## src/hdl/nes_bus_pkg.sv

```systemverilog
package nes_bus_pkg;

	// CPU side address, full 64 KB map
	typedef logic [15:0] addr_t;

	// One data byte on the bus
	typedef logic [7:0] byte_t;

	// One bus cycle request
	// we and re are single-cycle strobes, never high together
	typedef struct packed {
		addr_t addr;
		byte_t wdata;
		logic  we;
		logic  re;
	} bus_req_t;

	// PPU sprite attribute registers
	localparam addr_t ADDR_OAMADDR = 16'h2003;
	localparam addr_t ADDR_OAMDATA = 16'h2004;

	// Sprite DMA trigger, written with the source page
	localparam addr_t ADDR_OAMDMA = 16'h4014;

	// Work RAM mirrors repeat up to here
	localparam addr_t RAM_MIRROR_TOP = 16'h1FFF;

endpackage

```

## src/hdl/dma_byte_counter.sv

```systemverilog
`timescale 1ns/100ps

module dma_byte_counter
	import nes_bus_pkg::*;
(
	input  logic  clk,
	input  logic  rst,
	input  logic  clear,
	input  logic  advance,
	output byte_t count,
	output logic  last_byte
);

	// Low byte of the source address within the page
	always_ff @(posedge clk or negedge rst) begin
		if (!rst) begin
			count <= '0;
		end else if (clear) begin
			count <= '0;
		end else if (advance) begin
			count <= count + 8'd1;
		end
	end

	// Final byte of the page
	assign last_byte = (count == 8'hFF);

	// FSM never starts over and steps in the same cycle
	a_clear_advance: assert property (@(posedge clk) disable iff (!rst)
		!(clear && advance));

endmodule

```

## config.mk

```make
export PLATFORM = sky130hd
export DESIGN_NAME = dma_byte_counter
export DESIGN_NICKNAME = d
export VERILOG_FILES = /design/src/hdl/nes_bus_pkg.sv /design/src/hdl/dma_byte_counter.sv
export SDC_FILE = /design/constraint.sdc
export NUM_CORES = 1
export LEC_CHECK = 0
export ABC_AREA = 1
export BUFFER_PORTS_ARGS = -buffer_cell sky130_fd_sc_hd__clkbuf_2
export CAP_MARGIN = 40
export CORE_AREA = 5 5 42 44
export CTS_BUF_LIST = sky130_fd_sc_hd__clkbuf_8
export DETAILED_ROUTE_END_ITERATION = 8
export DIE_AREA = 0 0 47 49
export REMOVE_ABC_BUFFERS = 1
export SLEW_MARGIN = 25
export SYNTH_ARGS = -nofsm -noshare
export SYNTH_HDL_FRONTEND = slang
export SYNTH_SLANG_ARGS = --single-unit
export TNS_END_PERCENT = 20
```

## constraint.sdc

```tcl
create_clock -name clk -period 1.4 [get_ports clk]
set_input_delay 0.14 -clock clk [delete_from_list [all_inputs] [get_ports clk]]
set_output_delay 0.14 -clock clk [all_outputs]
set_load 0.02 [all_outputs]
```

==> metrics.cfg <==
[place]
hpwl_um = 804
gp_congestion = 0.793
place.port_buffers = 12

[clock_tree]
clk_latency_ns = 0.23
cts_buffers = 3
root_buffer = clkbuf_8
cts.sinks = 8
clk_pin_slew_ns = 0.04
cts_buffer_depth = 2
cts_tree = done
htreeDepth = 1

[global_routing]
grt_pass1_vias = 428
grt_pass1_wl_um = 1750
grt_max_degree = 9
grt_use_total_pct = 10.5
antenna_found_initial = 0
overflow = 0

[setup_path]
crit_type = reg2out
cp-start-kind = flip-flop
path_cells = ha_2 -> nand2_2 -> inv_2 -> and3_4 -> buf_8
cp.required_ns = 1.26
cp_slowest_stage_delay_ns = 0.37
crit_fanout = 2
rrSetupSlack_ns = 0.21
cp_slowest_cell = dfrtp_1
critPathArrivalTime_ns = 1.21
worstSetupEndpointType = output pin

[logic_synthesis]
synth_mux_area_share_pct = 0
yosys_warnings = 0
avgSynthCellArea_um2 = 7.26
synth-seq-cells = 8
synth-simple-area-share_pct = 35.0
synthAdderAreaFrac_pct = 2.82
synth_compound_area_share_pct = 7.63
synth_top_family_by_area = simple AND/OR/NAND/NOR gates
ys_seq_area_share_pct = 45.2
synth_area_um2 = 443
synthCells = 61
synthXorXnorAreaFrac_pct = 0
synth_cell_type_count = 14

[route]
post_drt_wl_per_cell_um = 10.8
vias = 460
drc = 0
drtPass1Iterations = 4
via_per_inst = 4.74
ant_nets = 0
first_iter_violations = 15
finalWirelength_um = 1050

[cells_and_area]
area_growth_pct = 41.0
ff_latch_area_um2 = 200
n_antenna_cell = 0
top_regs = count x8
regMostFlops = count
layout-drive-gt1-share_pct = 33.3
fin_util_pct = 44.6
nets = 88
multi_input_area_um2 = 211
n_fill_cell = 157
largest_register_ffs = 8

[pwr]
p_per_area_nw_per_um2 = 939
leakage_nw = 0.332
vdd_drop_max_uv = 524

[floorplanning]
die_y_um = 49
die_x_um = 47
core.rowCount = 14
fp.dieArea_um2 = 2300
start_util_pct = 31.6
io_pins = 13
fp.coreArea_um2 = 1400

[sta]
slew_headroom_pct = 84.9
slew_viol_final = 0
min_period_ns = 1.35
clock.fmax_mhz = 743
hold_viol_final = 0
rsz0062_at_grt = false
period_share_pct = 96.2
tightestPinTransition_ns = 0.226
setup_tns_ns = 0
finalSetupViolations = 0
finClkSkew_ns = 0.00131

[run]
cap_violations = 0

[status]
status = completed

[worst_hold_path]
min_path_type = in2reg

[worst paths after layout]
kind,from,end,depth (start not counted)
min reg2reg,count[4],count[4],2
min in group asynchronous,rst,count[5],2
max,count[0],last_byte,5
min,advance,count[1],3
max in group asynchronous,rst,count[1],2
max reg2reg,count[0],count[6],7
[critical path, delay by kind of cell (launching register included)]
kind | cells | cell delay, ns
fa+ha+maj | 1 | 0.19
buf+inv | 2 | 0.16
flops | 1 | 0.37
simple gates | 2 | 0.25
[synth_stat cells]
library cell	count	share of area [%]
nand2_1	12	10
a21oi_2	1	2.0
inv_2	1	0.85
nor2_4	1	2.5
inv_1	10	8.5
a21oi_1	2	2.3
nor2_2	1	1.4
o21ai_0	3	3.4
and3_1	1	1.4
nor3_1	1	1.1
ha_1	1	2.8
nand3_1	8	9.0
dfrtp_1	8	45
nor2_1	11	9.3
[kinds of logic after synthesis]
group	after synthesis
and+or+nand+nor	35
buffers and inverters	11
adders and majority gates	1
AOI/OAI and AO/OA	6
DFF	8
[cell type report]
class | count | share of cell area, %
inverters | 11 | 6.61
clock buffers | 3 | 6.61
multi-input cells | 42 | 33.9
repair buffers | 17 | 17.6
flip-flops and latches | 8 | 32.1
well taps | 16 | 3.21
[repair_timing]
action | 4_1_cts | 5_1_grt
hold endpoints to repair | 8 | 0
hold buffers | 1 | 0
gates resized for setup | 4 | 3
setup endpoints to repair | 1 | 1
pin swaps | 1 | 1
setup buffers | 3 | 0
[metrics by stage]
step	cell area, um^2	hold WS [ns]	total power [W]	cells	worst slack, ns
global route	624	0.228	0.000610	97	0.00990
global placement	531	0.00202	0.000298	90	0.166
CTS	618	0.200	0.000586	97	0.0196
floorplan	443	-0.156	0.000275	61	0.140
detailed placement	531	0.00331	0.000300	90	0.123
finish	624	0.199	0.000586	97	0.0538
[cells in the final DEF, fill, tap and decap left out, drive strengths merged]
cell type    count
and3             1
nor2            13
buf              5
dfrtp            8
o21ai            3
nor3             1
nand2           12
dlygate4sd3      1
ha               1
clkbuf          14
inv             11
nand3            8
a21oi            3
[report_power, final]
part / total [W] / internal [W] / switching, W
Combinational: 0.0000632 / 0.0000238 / 0.0000394
Clock: 0.000281 / 0.000187 / 0.0000943
Sequential: 0.000242 / 0.000238 / 0.00000441
[per-layer routing]
metal	vias to the layer above	wire, um	global-route usage (%)	part of all wire (%)
met4	0	19	5.53	1.8
met2	11	468	13.8	45
met5	-	0	0	0
met1	214	493	14.3	47
met3	2	67	4.06	6.4
li1	233	-	-	-
No activity file was read; power rests on OpenSTA's default activity.
