<file path="config.mk">
export PLATFORM = sky130hd
export DESIGN_NAME = ppu_oam_regs
export DESIGN_NICKNAME = d
export VERILOG_FILES = /design/src/hdl/nes_bus_pkg.sv /design/src/hdl/ppu_oam_regs.sv
export SDC_FILE = /design/constraint.sdc
export NUM_CORES = 2
export LEC_CHECK = 0
export BUFFER_PORTS_ARGS = -buffer_cell sky130_fd_sc_hd__buf_2
export CORE_UTILIZATION = 60
export DETAILED_ROUTE_END_ITERATION = 12
export PLACE_DENSITY_LB_ADDON = 0.05
export REMOVE_ABC_BUFFERS = 1
export SLEW_MARGIN = 25
export SYNTH_ARGS = -nofsm -noshare
export SYNTH_HDL_FRONTEND = slang
export SYNTH_SLANG_ARGS = --single-unit
</file>
<file path="constraint.sdc">
create_clock -name clk -period 9.2 [get_ports clk]
set_input_delay 2.76 -clock clk [delete_from_list [all_inputs] [get_ports clk]]
set_output_delay 2.76 -clock clk [all_outputs]
set_load 0.01 [all_outputs]
</file>
<file path="src/hdl/nes_bus_pkg.sv">
package nes_bus_pkg;

	// CPU side address, full 64 KB map
	typedef logic [15:0] addr_t;

	// One data byte on the bus
	typedef logic [7:0] byte_t;

	// One bus cycle request
	// we and re are single-cycle strobes, never high together
	typedef struct packed {
		addr_t addr;
		byte_t wdata;
		logic  we;
		logic  re;
	} bus_req_t;

	// PPU sprite attribute registers
	localparam addr_t ADDR_OAMADDR = 16'h2003;
	localparam addr_t ADDR_OAMDATA = 16'h2004;

	// Sprite DMA trigger, written with the source page
	localparam addr_t ADDR_OAMDMA = 16'h4014;

	// Work RAM mirrors repeat up to here
	localparam addr_t RAM_MIRROR_TOP = 16'h1FFF;

endpackage

</file>
<file path="src/hdl/ppu_oam_regs.sv">
`timescale 1ns/100ps

module ppu_oam_regs
	import nes_bus_pkg::*;
(
	input  logic     clk,
	input  logic     rst,
	input  bus_req_t req,
	output byte_t    rdata
);

	// 64 sprites of 4 bytes
	byte_t oam [256];

	byte_t oam_addr;

	logic wr_addr;
	logic wr_data;
	logic rd_addr;
	logic rd_data;

	// Register strobes
	assign wr_addr = req.we && (req.addr == ADDR_OAMADDR);
	assign wr_data = req.we && (req.addr == ADDR_OAMDATA);
	assign rd_addr = req.re && (req.addr == ADDR_OAMADDR);
	assign rd_data = req.re && (req.addr == ADDR_OAMDATA);

	// OAMADDR pointer
	// Data writes step it, the byte wraps from $FF to $00 by itself
	always_ff @(posedge clk or negedge rst) begin
		if (!rst) begin
			oam_addr <= '0;
		end else if (wr_addr) begin
			oam_addr <= req.wdata;
		end else if (wr_data) begin
			oam_addr <= oam_addr + 8'd1;
		end
	end

	// Sprite memory
	always_ff @(posedge clk) begin
		if (wr_data) begin
			oam[oam_addr] <= req.wdata;
		end
	end

	// Registered read, pointer is left alone on reads
	always_ff @(posedge clk or negedge rst) begin
		if (!rst) begin
			rdata <= '0;
		end else if (rd_addr) begin
			// Readback of OAMADDR, needed to save it across a DMA
			rdata <= oam_addr;
		end else if (rd_data) begin
			rdata <= oam[oam_addr];
		end
	end

	// Both masters keep the strobes apart
	a_no_rw_overlap: assert property (@(posedge clk) disable iff (!rst)
		!(req.we && req.re));

endmodule

</file>
==> run summary <==
Status = finished, final reports clean
Wire length of the first global-routing pass = 310,000 um
Average footprint of a synthesized cell = 20.7 sq um
Critical path required time = 9.65 ns
Adder and majority cell fraction of the synthesized area = 0.0620%
Number of global-route vias before repair = 40.5k
P per Cell Area = 212 mW/mm^2
Tightest Hold Check Type = register to register
Arr. time, crit path = 7.23 ns
Post-cts gate resize count = 0
Met2 track utilization from global routing = 48.8%
Slew headroom = 24.0%
Area taken by multi-input logic gates = 0.0173 sq mm
Register-to-register setup slack = 4.24 ns
Placement Rows = 134
Sequential-to-total area share from yosys stat = 76.7%
Clock Sink Count = 2,064
Bufs and invs on worst path = 1
Placeable core region = 0.133 sq mm
Die outline height = 369 um
Io pins = 36
RSZ-0062 raised after global routing = no
Total die area = 0.136 sq mm
Maximum number of pins on one net before global-route repair = 161
Kind of capture point of the worst setup path = register
Worst hold slack after final layout = 0.636 ns
Setup Total Neg Slack = 0 ns
Setup Skew = 0.0266 ns
Post-synth top area cell = edfxtp_1
Kind of launch point of the worst setup path = input pin
Initial antenna violation count = 9
Syn-to-layout area delta = 10.3%
H-tree levels = 4
Clock network latency to the later pin of the worst-skew pair = 0.83 ns
Tightest Pin Transition = 1.14 ns
Share of layout cells above drive strength 1 = 22.0%
Placed standard-cell area = 0.0824 sq mm
Hold violation count in the final report = 0
Register-to-Register Path Depth = 8
Post-route minimum period = 6.78 ns
Share of synthesized cell area in and, or, nand and nor gates = 3.16%
Met3 track demand over resource = 8.25%
# Post-CTS Setup Buffers = 0
Total track usage = 32.9%
Most used flip-flop cell after synthesis = edfxtp_1
Routability congestion estimate = 0.917
Number of synthesis warnings = 0
Final wirelength = 220,000 um
CTS root buffer = clkbuf_16
Main combinational cell family by area after synthesis = multiplexers
Post-Syn Area = 0.0807 sq mm
Highest net fanout along the worst path = 16
Combined flip-flop and latch cell area = 0.0619 sq mm
Count of fill cells added during filler insertion = 8,542
Number of DRC markers in iteration 0 = 6,421
Post-detailed-placement half-perimeter wirelength = 131,000 um
Util after Layout = 66.7%
Global-route layer with the greatest usage = met2
Leading cell types by count after synthesis = 2,048 x edfxtp_1, 441 x mux4_2, 320 x nor2_1
Post-synth EDFFs = 2,048
Critical setup path kind = input pin to register
Post-synth top area share = 76.2%
Length of the first detailed-routing pass in iterations = 5
Post-route total power = 18,900 uW
Number of buffers created by CTS = 197
Die Span X = 369 um
NumNets Final = 4,000
Number of routed nets with antenna violations = 0
Initial Utilization = 60.5%
Cells after Synth = 3,900
Delay of the slowest cell on the worst path = 0.88 ns
Hold-fix buffers at CTS = 0
Gate family responsible for the most delay along the worst path = simple AND/OR/NAND/NOR gates
Residual DRC count = 0
Number of distinct library cell variants in the gate-level netlist after synthesis = 68
Worst flop-to-flop path startpoint = oam_addr[3]$_DFFE_PN0P_
GR Overflow Total = 0
Routed len/inst = 37.2 um
Via count of the routed design = 41.4k
Ratio of final minimum period to clock period = 73.7%
Final instance area = 0.0890 sq mm
Hold Path End = rdata[6]$_DFFE_PN0P_
Maximum ir drop on the vdd rail = 0.186 mV
Compound-cell area share of the yosys netlist = 2.95%
Highest Clock Rate = 147 MHz
Hold-critical path depth = 2
Final slew viol count = 0
Crit path max-delay cell type = nor3_2
Most numerous cell in the Yosys netlist = edfxtp_1
Fraction of registers with async set/reset = 0.775%
Multiplexer share of the synthesized area = 15.1%
Synth area leaders = edfxtp_1 76%, mux4_2 12%, mux2i_1 2.5%
TritonCTS clock tree = done
Met1 Use GR = 48.4%
Reg-to-reg critical path endpoint = rdata[3]$_DFFE_PN0P_
Xor/xnor share of the synthesized area = 0.0543%
Vias per Instance = 7.00
Max clock buf depth = 3
Port buffer count = 35
Cell-by-cell listing of the critical path = buf_2, or4_1, nor4_1, nand3_1, or2_1, nor3_2, nand2_1, nor2_1
Worst Min Path Start = rdata[6]$_DFFE_PN0P_
Leakage power figure = 0.0267 uW
Clock-pin slew of the registers on the worst-case setup and hold paths = 0.07 ns
Number of failing setup endpoints in the final timing report = 0
Synth Register Bits = 2,064
Max cap viols = 0
## worst min-delay path: stages, from the launching register on
cell and delay (ns):
dfrtp_1 0.39, o22ai_1 0.08, o22ai_1 0.12
## kinds of logic after synthesis
logic type,after synthesis
AOI/OAI and AO/OA,346
muxes,666
buffers and inverters,245
xor gates and xnor gates,5
DFF,2064
adders and majority gates,4
and+or+nand+nor,570
## stage by stage
step | setup slack (ns) | cells
2_1_floorplan | -12.04 | 3664
3_3_place_gp | 1.79 | 5537
3_5_place_dp | 1.69 | 5537
4_1_cts | 2.60 | 5901
5_1_grt | 2.33 | 5901
6_report | 2.42 | 5907
## worst max path at each step
stage / slack, ns / startpoint / to / depth (start not counted)
global placement: 1.79 / req[13] / oam[68][2]$_DFFE_PP_ / 8
global route: 2.33 / req[13] / oam[196][0]$_DFFE_PP_ / 8
detailed placement: 1.69 / req[13] / oam[76][0]$_DFFE_PP_ / 8
finish: 2.42 / req[13] / oam[199][4]$_DFFE_PP_ / 8
floorplan: -12.04 / oam_addr[1]$_DFFE_PN0P_ / oam[109][0]$_DFFE_PP_ / 4
CTS: 2.60 / req[13] / oam[75][4]$_DFFE_PP_ / 8
## layout by cell type, fill, tap and decap left out, types with 38 or more instances in the layout
| master | synthesis | final |
|---|---|---|
| edfxtp_1 | 2048 | 2048 |
| nand2_1 | 111 | 103 |
| mux4_2 | 441 | 441 |
| buf_4 | 43 | 58 |
| o22ai_1 | 114 | 114 |
| mux2i_1 | 202 | 202 |
| clkbuf_16 | 0 | 200 |
| clkinv_1 | 1 | 38 |
| o21ai_0 | 38 | 38 |
| nor2_1 | 320 | 319 |
## routing by layer
layer | vias up | wire [um]
met4 | 4 | 7480
met2 | 2989 | 101000
met1 | 21600 | 86100
li1 | 16300 | -
met3 | 385 | 25100
met5 | - | 27
## final cells by class
class	instances	area share, %
clock inverters	129	1.66
clock buffers	235	5.77
inverters	9	0.0408
multi-input cells	1591	19.4
well taps	1768	2.49
repair buffers	105	1.04
diodes	6	0.0169
flip-flops and latches	2064	69.6
## flip-flops by register name (all words and copies together), names as in the netlist
register  flops
oam_addr      8
rdata         8
oam        2048
## report_power, final
part / switching, uW / total [uW] / internal [uW] / leakage (uW)
combinational: 200 / 221 / 20.7 / 0.00492
sequential: 0.455 / 10300 / 10300 / 0.0186
clock: 3470 / 8320 / 4850 / 0.00322
No activity file was read; power rests on OpenSTA's default activity.
