### src/hdl/oam_dma_pkg.sv
package oam_dma_pkg;

	// Sequencer states of the sprite DMA
	typedef enum logic [2:0] {
		IDLE,
		SAVE,
		CLEAR,
		READ,
		WRITE,
		RESTORE
	} dma_state_e;

	// Phase flags from the FSM to the address path
	// At most one flag is set per cycle
	typedef struct packed {
		logic save;
		logic clear;
		logic read;
		logic write;
		logic restore;
	} dma_ctrl_t;

endpackage

### src/hdl/oam_dma_fsm.sv
`timescale 1ns/100ps

module oam_dma_fsm
	import oam_dma_pkg::*;
(
	input  logic      clk,
	input  logic      rst,
	input  logic      dma_start,
	input  logic      last_byte,
	output logic      busy,
	output dma_ctrl_t ctrl,
	output logic      count_clear,
	output logic      count_advance
);

	dma_state_e state;
	dma_state_e state_next;

	// Next state
	always_comb begin
		state_next = state;
		case (state)
			IDLE: begin
				// Page write to $4014 seen by the mux
				if (dma_start) begin
					state_next = SAVE;
				end
			end
			// Read of OAMADDR is issued here
			SAVE: state_next = CLEAR;
			// Old OAMADDR comes back, OAMADDR is zeroed
			CLEAR: state_next = READ;
			READ: state_next = WRITE;
			WRITE: begin
				// Byte $FF just moved, put OAMADDR back
				if (last_byte) begin
					state_next = RESTORE;
				end else begin
					state_next = READ;
				end
			end
			RESTORE: state_next = IDLE;
			default: state_next = IDLE;
		endcase
	end

	// State and busy registers
	// busy follows the next state so it lines up with the state itself
	always_ff @(posedge clk or negedge rst) begin
		if (!rst) begin
			state <= IDLE;
			busy  <= 1'b0;
		end else begin
			state <= state_next;
			busy  <= (state_next != IDLE);
		end
	end

	// One phase flag per active state
	always_comb begin
		ctrl         = '0;
		ctrl.save    = (state == SAVE);
		ctrl.clear   = (state == CLEAR);
		ctrl.read    = (state == READ);
		ctrl.write   = (state == WRITE);
		ctrl.restore = (state == RESTORE);
	end

	// Byte index starts over once the transfer begins
	assign count_clear = (state == CLEAR);

	// Index holds at $FF after the last byte
	assign count_advance = (state == WRITE) && !last_byte;

	// No phase may reach the address path while the bus is released
	a_idle_no_ctrl: assert property (@(posedge clk) disable iff (!rst)
		!busy |-> (ctrl == '0));

	// Bus is only handed back after OAMADDR is restored
	a_busy_fall: assert property (@(posedge clk) disable iff (!rst)
		$fell(busy) |-> ($past(state) == RESTORE));

endmodule

### config.mk
export PLATFORM = sky130hd
export DESIGN_NAME = oam_dma_fsm
export DESIGN_NICKNAME = d
export VERILOG_FILES = /design/src/hdl/oam_dma_pkg.sv /design/src/hdl/oam_dma_fsm.sv
export SDC_FILE = /design/constraint.sdc
export NUM_CORES = 1
export LEC_CHECK = 0
export BUFFER_PORTS_ARGS = -buffer_cell sky130_fd_sc_hd__buf_2
export CAP_MARGIN = 15
export CELL_PAD_IN_SITES_DETAIL_PLACEMENT = 0
export CELL_PAD_IN_SITES_GLOBAL_PLACEMENT = 1
export CORE_AREA = 2 2 39 41
export CTS_CLUSTER_SIZE = 10
export DETAILED_ROUTE_END_ITERATION = 12
export DIE_AREA = 0 0 41 43
export GPL_TIMING_DRIVEN = 0
export PLACE_DENSITY = 0.58
export SYNTH_ARGS = -nofsm -noshare
export SYNTH_HDL_FRONTEND = slang
export SYNTH_SLANG_ARGS = --single-unit
### constraint.sdc
create_clock -name clk -period 1.8 [get_ports clk]
set_clock_uncertainty 0.2 [all_clocks]
set_input_delay 0.09 -clock clk [delete_from_list [all_inputs] [get_ports clk]]
set_output_delay 0.09 -clock clk [all_outputs]
set_load 0.1 [all_outputs]
==> metrics.md, run 1 <==
| Metric | Value |
|---|---|
| Final Max Slew Viols | `0` |
| Compound-cell area share of the yosys netlist | `11.5%` |
| Min Tclk post-route | `1.78 ns` |
| Fmax | `562 MHz` |
| Inserted Clock Buffers | `3` |
| Syn_nets | `26` |
| Largest family of logic cells by synthesized area | `simple AND/OR/NAND/NOR gates` |
| Final setup vio count | `0` |
| Final core occ | `32.9%` |
| Total die area | `1760 um^2` |
| Critical Path RT | `1.51 ns` |
| Post-synthesis cell area | `228 um^2` |
| Clock Path Buffers | `2` |
| HPWL Detailed | `382 um` |
| Critical path type | `register to output pin` |
| Cell Rows | `14` |
| Dominant cell type by area after synthesis | `dfrtp_1` |
| Die Ht | `43 um` |
| Antenna violations before repair | `0` |
| Post-DP Area | `340 um^2` |
| DRT Pass-1 Iters | `2` |
| Worst path arrival time | `1.49 ns` |
| Mean Syn Cell Area | `10.4 um^2` |
| First-pass GRT wire length | `972 um` |
| CTS root buffer | `clkbuf_4` |
| Unique masters post-synth | `15` |
| Post-synth top area share | `44.0%` |
| Largest net degree at the start of global routing | `10` |
| Area share of fa/ha/maj cells after synthesis | `0%` |
| Drt drc | `0` |
| Slew HR | `67.9%` |
| Vias after detailed routing | `245` |
| Flops & latches, synth | `4` |
| Core area | `1380 um^2` |
| Final WL | `590 um` |
| Area Overhead vs Synth | `100%` |
| MaxCap Viol Count | `0` |
| CTS H-tree depth | `1` |
| Worst Hold Class | `register to register` |
| Fraction of layout cells with a size suffix above 1 | `59.5%` |
| Routed length per instance | `10.2 um` |
| Clock-pin transition on the worst setup and hold timing paths | `0.04 ns` |
| Outcome | `finished, final reports clean` |
| CTS Sinks | `4` |
| RSZ-0062 raised after global routing | `yes` |
| Worst Setup End Kind | `output pin` |
| Initial core utilization | `16.5%` |
| Vias in the first global route | `233` |
| Post-Synth XOR/XNOR Area | `3.85%` |
| Number of DRC markers in iteration 0 | `1` |
| Post-Synth Simple-Gate Area | `25.3%` |
| Port bufs | `11` |
| Cells after synthesis | `22` |
| Worst Tran Pin Value | `0.485 ns` |
| Io pins | `12` |
| Register area share after synthesis | `44.0%` |
| Clock latency on the worst-skew pair | `0.24 ns` |
| Overall routing resource usage | `9.26%` |
| Crit path launch type | `register` |
| DR vias/cell | `4.22` |
| Ys Warns | `0` |
| Placed Instances | `49` |
| CTS tree | `built` |
| Antenna violation net count after detailed routing | `0` |
| Mux share of post-synthesis cell area | `0%` |
| Antenna cells | `0` |
| Tcrit/Tclk final | `98.8%` |
| Layout Nets | `48` |
| Crit Path Max Fanout | `7` |
| Final std cell area, no fill | `455 um^2` |
| Gr ovfl total | `0` |
| Ranking of synthesized cells by area | `dfrtp_1, and3b_1, buf_4` |
| Final Non-Filler Cells | `58` |
| Final GP Congestion | `0.661` |
| Final Hold Fails | `0` |
| Chip width | `41 um` |
worst max-delay path, stage by stage (launching register included):
cell and delay (ns):
dfrtp_1 0.37, buf_6 0.13, or3b_4 0.42, nor2_4 0.14, buf_12 0.18
placed cells by master, fill, tap and decap left out:
master | synthesis | routed
buf_2 | 0 | 8
dfrtp_1 | 4 | 4
dlygate4sd3_1 | 0 | 4
buf_6 | 1 | 3
clkbuf_4 | 0 | 3
buf_4 | 2 | 3
and3b_1 | 2 | 2
nor3b_4 | 0 | 2
nor3_1 | 2 | 2
buf_8 | 0 | 2
or3b_4 | 1 | 1
inv_2 | 1 | 1
nor2_4 | 0 | 1
xnor2_1 | 1 | 1
o22ai_1 | 1 | 1
a211oi_1 | 1 | 1
a21o_1 | 1 | 1
o21ai_1 | 1 | 1
buf_12 | 0 | 1
layout make-up:
class                      instances  area [um^2]
clock buffer                       3         22.5
buffer                             4         48.8
sequential                         4          100
timing repair buffer              17          138
tap                               16         20.0
inverter                           1         3.75
multi-input combinational         13          123
fill                             143          928
cell families (layout without fill, tap and decap cells):
kind of cell | after synthesis | in the layout
simple gates | 8 | 8
buf+inv | 5 | 25
compound gates | 4 | 4
flops | 4 | 4
xor+xnor | 1 | 1
synth_stat cells:
library cell,count
dfrtp_1,4
and3b_1,2
buf_4,2
nor3_1,2
nor3b_1,2
a211oi_1,1
a21o_1,1
buf_6,1
clkbuf_2,1
inv_2,1
nor2_1,1
o21ai_1,1
o22ai_1,1
or3b_4,1
xnor2_1,1
metal layers:
layer  part of all wire, %  vias up  track usage, %
li1                      -      117               -
met1                    38      113            8.12
met2                    51       12            13.1
met3                   6.6        3            5.24
met4                   3.9        0            10.0
met5                     0        -               0
flip-flops by register name, indices dropped and copies added (netlist names):
signal  count
busy        1
state       3
stage by stage:
stage / setup WS (ns) / hold WS (ns) / setup TNS [ns]
after floorplan: -0.200 / -0.406 / -0.200
after global placement: 0.0551 / -0.307 / 0
after detailed placement: 0.0443 / -0.301 / 0
after CTS: 0.0117 / 0.387 / 0
after global routing: -0.0132 / 0.375 / -0.0132
final: 0.0218 / 0.348 / 0
repair_timing:
item | in CTS | in global routing
endpoints found under the setup margin | 3 | 3
hold endpoints to repair | 8 | 0
pin swaps | 0 | 2
resized for setup | 9 | 3
buffers inserted | 0 | 2
hold buffers | 4 | 0
path summary, 6_finish.rpt:
path	from	end	slack (ns)	depth (start not counted)
worst max-delay path	state[0]	count_advance	0.02	4
worst min-delay path	state[0]	state[0]	0.35	2
worst max register to register	state[0]	state[1]	0.29	4
worst min register to register	state[0]	state[0]	0.35	2
max in group asynchronous	rst	busy	0.68	3
min in group asynchronous	rst	state[2]	0.54	3
Power of run 1 is not shown: default switching activity piles up to over one toggle a cycle in this logic, so the estimate is an artifact.
==> inputs of run 2 (changes only) <==
- CELL_PAD_IN_SITES_DETAIL_PLACEMENT: 0 -> 1
==> metrics.md, run 2 (synthesis gave the netlist of run 1 again) <==
| Metric | Value |
|---|---|
| Routed length per instance | `10.4 um (+2.6%)` |
| Final Hold Fails | `0 (unchanged)` |
| Max FFs per register | `3 (unchanged)` |
| Final Max Slew Viols | `0 (unchanged)` |
| Port bufs | `11 (unchanged)` |
| Commonest non-fill, non-tap cell in the layout | `buf_2` |
| Crit path launch type | `register` |
| Layout Nets | `47 (-2.1%)` |
| Die Ht | `43 um (unchanged)` |
| Biggest regs | `state x3, busy x1` |
| Inserted Clock Buffers | `3 (unchanged)` |
| CP Cell Sequence | `buf_6 > or3b_4 > nor2_4 > buf_12` |
| Worst R2R End | `state[1]` |
| Total die area | `1760 um^2 (unchanged)` |
| Vias in the first global route | `252 (+8.2%)` |
| Slowest library cell on the worst path | `or3b_4` |
| CTS Sinks | `4 (unchanged)` |
| Delay of the slowest cell on the worst path | `0.43 ns (about the same)` |
| Chip width | `41 um (unchanged)` |
| MaxCap Viol Count | `0 (unchanged)` |
| Register Area | `100 um^2 (unchanged)` |
| Critical path type | `register to output pin` |
| Area Overhead vs Synth | `96.7%` |
| HP Start | `state[0]` |
| Worst Setup End Kind | `output pin` |
| Worst Tran Pin Value | `0.488 ns (+0.00245 ns)` |
| Core area | `1380 um^2 (unchanged)` |
| DR vias/cell | `4.05 (-4.1%)` |
| Cell Rows | `14 (unchanged)` |
| Final WL | `595 um (+0.85%)` |
| CTS root buffer | `clkbuf_4` |
| Hold path cells | `2 (unchanged)` |
| CTS H-tree depth | `1 (unchanged)` |
| Final GP Congestion | `0.661 (unchanged)` |
| Outcome | `finished, final reports clean` |
| Min Tclk post-route | `1.78 ns (+0.00440 ns)` |
| Gr ovfl total | `0 (unchanged)` |
| Register with the most flip-flops | `state` |
| Antenna violations before repair | `0 (unchanged)` |
| Most frequent cells in the layout | `buf_2, dfrtp_1, dlygate4sd3_1` |
| R2R Setup Slk | `0.41 ns (+0.12 ns)` |
| Antenna cells | `0 (unchanged)` |
| Io pins | `12 (unchanged)` |
| Crit Path Max Fanout | `7 (unchanged)` |
| RR Startpoint | `state[0]` |
| Fill cells | `165 (+15%)` |
| CTS tree | `built` |
| HPWL Detailed | `405 um (+6.2%)` |
| Clock Path Buffers | `2 (unchanged)` |
| Pre-CTS setup slack | `0.0461 ns (+0.00187 ns)` |
| Initial core utilization | `16.5% (unchanged)` |
| Register-to-Register Path Depth | `3 (-1)` |
| Drt drc | `0 (unchanged)` |
| Clock-pin transition on the worst setup and hold timing paths | `0.04 ns (about the same)` |
| Fmax | `561 MHz (-0.25%)` |
| Worst Hold Class | `register to register` |
| Overall routing resource usage | `9.67% (+0.40 points)` |
| Final Non-Filler Cells | `57 (-1.7%)` |
| Worst Slack Setup Final | `0.0174 ns (-0.00440 ns)` |
| Slew HR | `67.7% (-0.16 points)` |
| Number of DRC markers in iteration 0 | `2 (+1)` |
| Min-Delay Endpoint | `state[0]` |
| Vias after detailed routing | `231 (-5.7%)` |
| Critical Path RT | `1.51 ns (about the same)` |
| Fraction of layout cells with a size suffix above 1 | `58.5% (-0.99 points)` |
| Largest net degree at the start of global routing | `10 (unchanged)` |
| Tcrit/Tclk final | `99.0% (+0.24 points)` |
| Clock latency on the worst-skew pair | `0.24 ns (about the same)` |
| Placed Instances | `49 (unchanged)` |
| First-pass GRT wire length | `1020 um (+5.0%)` |
| Final core occ | `32.4% (-0.54 points)` |
| DRT Pass-1 Iters | `2 (unchanged)` |
| Final setup vio count | `0 (unchanged)` |
| Antenna violation net count after detailed routing | `0 (unchanged)` |
| Worst hold slack | `0.347 ns (-0.00157 ns)` |
| Worst path arrival time | `1.49 ns (about the same)` |
| RSZ-0062 raised after global routing | `yes` |
| Multi-input logic area | `123 um^2 (unchanged)` |
## run 2: changes by cell type in the layout (fill, tap and decap cells not counted), sizes merged
cell / change
buf: -1
## run 2: repair_timing
item                                    in CTS  in global routing
hold endpoints to repair                     8                  0
resized for setup                            9                  3
hold buffers                                 4                  0
pin swaps                                    0                  2
setup buffers                                0                  1
endpoints found under the setup margin       3                  3
## run 2: layout make-up
class / count / share of cell area [%]
Timing Repair Buffer: 16 / 29.1
Multi-Input combinational cell: 13 / 27.4
Sequential cell: 4 / 22.3
Inverter: 1 / 0.838
Buffer: 4 / 10.9
Clock buffer: 3 / 5.03
Tap cell: 16 / 4.47
## run 2: how the worst max path moves through the flow
stage	from	endpoint	slack, ns	cells after the start
finish	state[0]	count_advance	0.02	4
global placement	state[0]	count_advance	0.06	4
floorplan	state[0]	ctrl[3]	-0.20	3
detailed placement	state[0]	count_advance	0.05	4
global route	state[0]	count_advance	-0.02	4
CTS	state[0]	count_advance	0.01	4
## run 2: critical path: cells and delay by family, from the launching register on
family	cells	cell delay, ns
buf+inv	2	0.31
flops	1	0.36
simple gates	2	0.57
## run 2: routing by layer
layer | vias up | track usage, % | share of wire, %
li1 | 112 | - | -
met2 | 9 | 14.1 | 51
met4 | 0 | 10.0 | 2.4
met1 | 108 | 8.44 | 39
met3 | 2 | 5.24 | 7.4
met5 | - | 0 | 0
## run 2: stage by stage
step | cell area [um^2] | TNS (ns)
after floorplan | 265 | -0.200
after global placement | 340 | 0
after detailed placement | 340 | 0
after CTS | 433 | 0
after global routing | 448 | -0.0231
final | 448 | 0
Power of run 2 is left out for the same reason.
