`src/hdl/nes_bus_pkg.sv`:
```
package nes_bus_pkg;

	// CPU side address, full 64 KB map
	typedef logic [15:0] addr_t;

	// One data byte on the bus
	typedef logic [7:0] byte_t;

	// One bus cycle request
	// we and re are single-cycle strobes, never high together
	typedef struct packed {
		addr_t addr;
		byte_t wdata;
		logic  we;
		logic  re;
	} bus_req_t;

	// PPU sprite attribute registers
	localparam addr_t ADDR_OAMADDR = 16'h2003;
	localparam addr_t ADDR_OAMDATA = 16'h2004;

	// Sprite DMA trigger, written with the source page
	localparam addr_t ADDR_OAMDMA = 16'h4014;

	// Work RAM mirrors repeat up to here
	localparam addr_t RAM_MIRROR_TOP = 16'h1FFF;

endpackage

```
`src/hdl/oam_dma_pkg.sv`:
```
package oam_dma_pkg;

	// Sequencer states of the sprite DMA
	typedef enum logic [2:0] {
		IDLE,
		SAVE,
		CLEAR,
		READ,
		WRITE,
		RESTORE
	} dma_state_e;

	// Phase flags from the FSM to the address path
	// At most one flag is set per cycle
	typedef struct packed {
		logic save;
		logic clear;
		logic read;
		logic write;
		logic restore;
	} dma_ctrl_t;

endpackage

```
`src/hdl/dma_address_path.sv`:
```
`timescale 1ns/100ps

module dma_address_path
	import nes_bus_pkg::*;
	import oam_dma_pkg::*;
(
	input  logic      clk,
	input  logic      rst,
	input  logic      dma_start,
	input  byte_t     dma_page,
	input  dma_ctrl_t ctrl,
	input  byte_t     count,
	input  byte_t     bus_rdata,
	output bus_req_t  dma_req
);

	byte_t page_q;
	byte_t saved_q;

	// Source page from the $4014 write
	// Saved OAMADDR arrives one cycle after the SAVE read
	always_ff @(posedge clk or negedge rst) begin
		if (!rst) begin
			page_q  <= '0;
			saved_q <= '0;
		end else begin
			if (dma_start) begin
				page_q <= dma_page;
			end
			if (ctrl.clear) begin
				saved_q <= bus_rdata;
			end
		end
	end

	// Request of the current phase
	always_comb begin
		dma_req = '0;
		if (ctrl.save) begin
			// Fetch the CPU's OAMADDR
			dma_req.addr = ADDR_OAMADDR;
			dma_req.re   = 1'b1;
		end else if (ctrl.clear) begin
			dma_req.addr  = ADDR_OAMADDR;
			dma_req.wdata = 8'h00;
			dma_req.we    = 1'b1;
		end else if (ctrl.read) begin
			// Source byte P:count
			dma_req.addr = {page_q, count};
			dma_req.re   = 1'b1;
		end else if (ctrl.write) begin
			// Byte read last cycle goes to OAMDATA, OAMADDR steps on its own
			dma_req.addr  = ADDR_OAMDATA;
			dma_req.wdata = bus_rdata;
			dma_req.we    = 1'b1;
		end else if (ctrl.restore) begin
			dma_req.addr  = ADDR_OAMADDR;
			dma_req.wdata = saved_q;
			dma_req.we    = 1'b1;
		end
	end

endmodule

```
`config.mk`:
```
export PLATFORM = sky130hd
export DESIGN_NAME = dma_address_path
export DESIGN_NICKNAME = d
export VERILOG_FILES = /design/src/hdl/nes_bus_pkg.sv /design/src/hdl/oam_dma_pkg.sv /design/src/hdl/dma_address_path.sv
export SDC_FILE = /design/constraint.sdc
export NUM_CORES = 1
export LEC_CHECK = 0
export CAP_MARGIN = 20
export CORE_ASPECT_RATIO = 1.1
export CORE_UTILIZATION = 55
export CTS_CLUSTER_SIZE = 16
export DETAILED_ROUTE_END_ITERATION = 16
export DONT_BUFFER_PORTS = 1
export PLACE_DENSITY = 0.7
export SLEW_MARGIN = 40
export SYNTH_ARGS = -nofsm -noshare
export SYNTH_HDL_FRONTEND = slang
export SYNTH_SLANG_ARGS = --single-unit
```
`constraint.sdc`:
```
create_clock -name clk -period 1.3 [get_ports clk]
set_clock_uncertainty 0.2 [all_clocks]
set_input_delay 0.195 -clock clk [delete_from_list [all_inputs] [get_ports clk]]
set_output_delay 0.195 -clock clk [all_outputs]
set_load 0.005 [all_outputs]
```
==> flow_metrics.py, run 1 <==
metrics = {
    "outcome": {
        "status": "finished with violations",
        "violations": "hold timing",
    },
    "synthesis": {
        "ys_ff_latch": 16,
        "netlist_area_um2": 966,
        "synth_area_leaders": "dfrtp_1, mux2_2, and2_1, a21oi_2, nand3b_1",
        "synth_warnings": 0,
        "synth_common_cells": "dfrtp_1, mux2_2, and2_1, nand2_1",
        "ys.flop_type": "dfrtp_1",
        "synth-async-reset-ratio": 1.00,
        "synth_fp_nets": 125,
        "yosysTopAreaCell": "dfrtp_1",
        "syn-instance-count": 93,
        "syn_avg_cell_area_um2": 10.4,
        "yosysUniqueCellTypes": 23,
        "synth_edf_count": 0,
        "yosysTopAreaCellShare": 0.415,
        "ys_seq_area_frac": 0.415,
    },
    "floorplanning": {
        "num_rows": 15,
        "start_util": 0.598,
        "die_w_um": 42.0,
        "core_um2": 1610,
        "die_area_um2": 1930,
        "die_h_um": 46.0,
        "ios": 58,
    },
    "timing": {
        "fmax_mhz": 774,
        "timing.final.crit_share": 0.994,
        "timing.final.hold_violations": 16,
        "hold-worst-slack_ns": -0.128,
        "slew_headroom": 0.765,
        "setup_viol": 0,
        "rsz0062_at_grt": "yes",
        "min_period_ns": 1.29,
        "setup_ws_ns": 0.00839,
        "finalMaxSlewViolations": 0,
        "worstMarginPinSlew_ns": 0.353,
    },
    "worst_setup_path": {
        "r2r-start": "saved_q[0]",
        "endpoint_kind": "output port",
        "worstSetupStartpointType": "flip-flop",
        "cp.required_ns": 0.90,
        "slowest_delay_ns": 0.37,
        "rr_worst_depth": 2,
        "setup.worst_path.class": "flip-flop to output port",
        "timing.rr.end": "saved_q[0]",
        "reg2reg_slack_ns": 0.22,
        "crit_fanout": 2,
        "worstPathCellList": "nand3b_1, a21oi_2",
        "cp_slowest_cell": "dfrtp_1",
        "arrival_ns": 0.90,
    },
    "pwr": {
        "power_frac_seq": 0.570,
        "combPwrFrac": 0.185,
        "pwr-share-clk": 0.245,
        "power_density_nw_per_um2": 858,
        "switching_share": 0.229,
        "power_leakage_uw": 0.000465,
        "intPower_uw": 772,
        "ir_drop_mv": 0.702,
        "switchingPower_uw": 229,
    },
    "clock_network": {
        "cts_root_buffer": "clkbuf_4",
        "cts_tree": "done",
        "numCtsBuffers": 3,
        "htreeDepth": 1,
        "clk_pin_slew_ns": 0.09,
        "worstSkewPairLatency_ns": 0.28,
        "clockBufferDepth": 2,
        "cts.sinks": 16,
    },
    "cells_and_area": {
        "areaGrowthSynthToFinish_pct": 20.7,
        "antennaDiodeCount": 0,
        "stdcell_count": 126,
        "layout.nets": 143,
        "drive_gt1_frac": 0.294,
    },
    "placement": {
        "port_buffers": 0,
        "gp_congestion": 0.561,
        "placedCellCount": 104,
        "pre_cts_slack_ns": 0.0328,
        "dp_hpwl_um": 1280,
    },
    "global_route": {
        "grt_pass1_vias": 730,
        "grt_remaining_overflow": 0,
        "antenna_found_initial": 0,
        "grt_pass1_wl_um": 3130,
        "grt_max_degree": 21,
        "track_usage": 0.219,
    },
    "routing": {
        "viasPerCell": 5.94,
        "drtAntennaViolNets": 0,
        "wire_per_inst_um": 15.7,
        "dr.pass1.iters": 2,
        "finalWirelength_um": 1980,
        "initialDrtViolationCount": 6,
        "drc": 0,
        "via_count": 749,
    },
    "min_path": {
        "min_from": "ctrl[3]",
        "whs_path_depth": 1,
        "holdPathEnd": "saved_q[5]",
        "min_path_type": "input port to flip-flop",
    },
    "flow_run": {
        "drv_cap": 0,
    },
}
-- registers in the layout, indices dropped and copies added, names as in the netlist --
register  cells
page_q        8
saved_q       8
-- critical path: cells and delay by family, from the launching register on --
family          cells  cell delay [ns]
simple gates        1             0.11
flops               1             0.37
compound gates      1             0.15
-- through the flow --
stage / cell area (µm²) / utilization / setup TNS [ns] / power [µW]
after floorplan: 966 / - / 0 / 712
final: 1170 / 0.722 / 0 / 1000
after detailed placement: 957 / 0.593 / 0 / 709
after CTS: 1150 / 0.712 / 0 / 1000
after global routing: 1170 / 0.722 / -0.259 / 1060
after global placement: 957 / 0.593 / 0 / 701
-- metal layers --
layer / vias up / part of all wire / track usage
li1: 353 / - / -
met1: 357 / 0.41 / 0.275
met2: 37 / 0.53 / 0.394
met3: 2 / 0.058 / 0.0159
met4: 0 / 0.0071 / 0.0968
met5: - / 0 / 0
-- power groups by stage --
stage | Sequential [µW] | Combinational [µW] | Clock (µW)
floorplan | 573 | 139 | 0
global placement | 577 | 124 | 0
detailed placement | 580 | 129 | 0
CTS | 570 | 179 | 252
global route | 577 | 202 | 281
finish | 571 | 185 | 245
-- cells in the final DEF, fill, tap and decap left out, types with 2 or more instances in the layout --
cell | Yosys | final
dlygate4sd3_1 | 0 | 17
mux2_2 | 16 | 16
dfrtp_1 | 16 | 16
and2_1 | 12 | 12
nand2_1 | 10 | 10
nand3b_1 | 8 | 8
a21oi_2 | 8 | 8
clkbuf_4 | 0 | 3
nor3_1 | 2 | 2
o211ai_1 | 2 | 2
buf_4 | 1 | 2
-- worst max path at each step --
stage | startpoint | to | slack, ns | cells after the start
finish | saved_q[2] | dma_req[4] | 0.008 | 2
global route | saved_q[2] | dma_req[4] | -0.08 | 2
CTS | page_q[5] | dma_req[23] | 0.004 | 2
global placement | ctrl[4] | dma_req[3] | 0.05 | 3
detailed placement | ctrl[4] | dma_req[9] | 0.03 | 3
floorplan | ctrl[2] | dma_req[14] | 0.07 | 4
-- cells by family after synthesis --
logic type	Yosys count	share of synthesized area
buffers and inverters	9	0.0505
flip-flops	16	0.415
multiplexers	16	0.187
AO/OA/AOI/OAI	15	0.123
AND/OR/NAND/NOR	37	0.225
-- cell type report --
type / count / area (µm²)
clock buffer: 3 / 22.5
fill: 127 / 448
inverter: 1 / 3.75
multi-input combinational: 68 / 517
sequential: 16 / 400
tap: 17 / 21.3
timing repair buffer: 21 / 201
-- repair_timing --
action	CTS	global route
setup buffers	0	1
hold endpoints to repair	32	32
hold buffers	17	1
gates resized for setup	0	2
endpoints found under the setup margin	0	9
(Power assumes the default switching activity.)
==> run 2, diff against run 1 <==
Settings changed: CORE_MARGIN set to 2.
==> run 2 against run 1 <==
The flow finishes with violations (hold timing, setup timing). Power is 7.4% higher. Sequential share of layout area decreased by 0.36 points. Final cell count increased by 0.79%. Worst hold slack lost 0.0036 ns. Via count down 0.80%. Routed wire length down 1.6%. Sequential cell count unchanged. Clock power is 32% higher. Fmax shrank 0.99%. Final area grew 1.1%. First-iteration DRC count increased by 17%. Non-clock buffer count stayed put. Critical endpoint is now dma_req[8]. Highest routed layer unchanged.
==> flow_metrics.py, run 2 (synthesis results as in run 1) <==
metrics = {
    "timing": {
        "worstMarginPinSlew_ns": 0.693,
        "min_period_ns": 1.30,
        "finalMaxSlewViolations": 0,
        "setup_ws_ns": -0.00448,
        "hold-worst-slack_ns": -0.132,
        "setup_viol": 1,
        "rsz0062_at_grt": "yes",
        "timing.final.hold_violations": 16,
        "timing.final.crit_share": 1.00,
        "slew_headroom": 0.536,
        "fmax_mhz": 767,
    },
    "floorplanning": {
        "ios": 58,
        "start_util": 0.598,
        "num_rows": 15,
        "core_um2": 1610,
        "die_w_um": 44.0,
        "die_h_um": 48.0,
        "die_area_um2": 2110,
    },
    "worst_setup_path": {
        "rr_worst_depth": 2,
        "startpoint": "saved_q[6]",
        "worstPathCellList": "nand3b_1, a21oi_2",
        "slowest_delay_ns": 0.36,
        "worstSetupStartpointType": "flip-flop",
        "crit_fanout": 2,
        "setup.worst_path.class": "flip-flop to output port",
        "cp_slowest_cell": "dfrtp_1",
        "r2r-start": "saved_q[0]",
        "cp.required_ns": 0.90,
        "endpoint_kind": "output port",
        "arrival_ns": 0.91,
    },
    "clock_network": {
        "cts_tree": "done",
        "clk_pin_slew_ns": 0.09,
        "clockBufferDepth": 2,
        "cts_root_buffer": "clkbuf_4",
        "worstSkewPairLatency_ns": 0.28,
        "numCtsBuffers": 3,
        "cts.sinks": 16,
        "cts_hold_buf": 17,
        "htreeDepth": 1,
    },
    "cells_and_area": {
        "layout.nets": 143,
        "fillers": 120,
        "largestRegisters": "page_q x8, saved_q x8",
        "mostFrequentLayoutCell": "dlygate4sd3_1",
        "final_cell_mix": "dlygate4sd3_1, mux2_2, dfrtp_1",
        "antennaDiodeCount": 0,
        "areaGrowthSynthToFinish_pct": 22.0,
        "drive_gt1_frac": 0.300,
        "stdcell_count": 127,
    },
    "global_route": {
        "grt_remaining_overflow": 0,
        "antenna_found_initial": 0,
        "grt_pass1_wl_um": 2970,
        "grt_max_degree": 21,
        "grt_pass1_vias": 718,
        "track_usage": 0.196,
    },
    "pwr": {
        "power_density_nw_per_um2": 912,
        "ir_drop_mv": 0.849,
        "power_leakage_uw": 0.000471,
        "fin_total_pwr_uw": 1080,
    },
    "placement": {
        "placedCellCount": 105,
        "port_buffers": 0,
        "gp_congestion": 0.557,
        "pre_cts_slack_ns": 0.0116,
        "dp_hpwl_um": 1340,
    },
    "min_path": {
        "min_path_type": "input port to flip-flop",
        "whs_path_depth": 1,
        "min_from": "dma_start",
    },
    "flow_run": {
        "drv_cap": 0,
    },
    "outcome": {
        "violations": "hold timing, setup timing",
        "status": "finished with violations",
    },
    "routing": {
        "wire_per_inst_um": 15.3,
        "finalWirelength_um": 1950,
        "dr.pass1.iters": 4,
        "drtAntennaViolNets": 0,
        "drc": 0,
        "via_count": 743,
        "viasPerCell": 5.85,
        "initialDrtViolationCount": 7,
    },
}
-- run 2: path summary, 6_finish.rpt --
kind	endpoint	slack, ns
max	dma_req[8]	-0.004
min	page_q[6]	-0.13
max reg2reg	saved_q[0]	0.24
min reg2reg	page_q[2]	0.31
max in group asynchronous	page_q[1]	0.27
min in group asynchronous	saved_q[0]	0.19
-- run 2: power by group --
group	leakage, µW	switching [µW]	internal [µW]
Combinational	0.000263	65.0	117
Clock	0.0000210	153	170
Sequential	0.000187	22.6	547
-- run 2: per-stage QoR --
step           instance area (µm²)  setup TNS [ns]  hold slack [ns]   util
6_report                      1180        -0.00448           -0.132  0.730
5_1_grt                       1180          -0.318           -0.159  0.730
4_1_cts                       1170        -0.00117           -0.139  0.726
3_5_place_dp                   965               0           -0.300  0.598
3_3_place_gp                   965               0           -0.300  0.598
2_1_floorplan                  966               0           -0.301      -
-- run 2: area by class of cell --
class / instances / area, µm² / share of cell area
multi-input combinational: 68 / 517 / 0.438
timing repair buffer: 21 / 200 / 0.170
inverter: 1 / 3.75 / 0.00318
tap: 17 / 21.3 / 0.0180
clock buffer: 4 / 36.3 / 0.0308
sequential: 16 / 400 / 0.340
-- run 2: timing repair --
| item | in CTS | in global routing |
|---|---|---|
| gates resized for setup | 1 | 0 |
| setup buffers | 0 | 1 |
| setup endpoints to repair | 4 | 9 |
| pin swaps | 3 | 5 |
| endpoints found under the hold margin | 32 | 16 |
-- run 2: layer usage --
| layer | track usage | vias to the layer above | routed length [µm] |
|---|---|---|---|
| li1 | - | 357 | - |
| met1 | 0.213 | 351 | 769 |
| met2 | 0.371 | 33 | 1020 |
| met3 | 0.0528 | 2 | 148 |
| met4 | 0.0727 | 0 | 10 |
| met5 | 0 | - | 0 |
-- run 2: worst max-delay path, delay by kind of cell, from the launching register on --
family	cells	cell delay [ns]
DFF	1	0.36
AOI/OAI and AO/OA	1	0.17
and+or+nand+nor	1	0.10
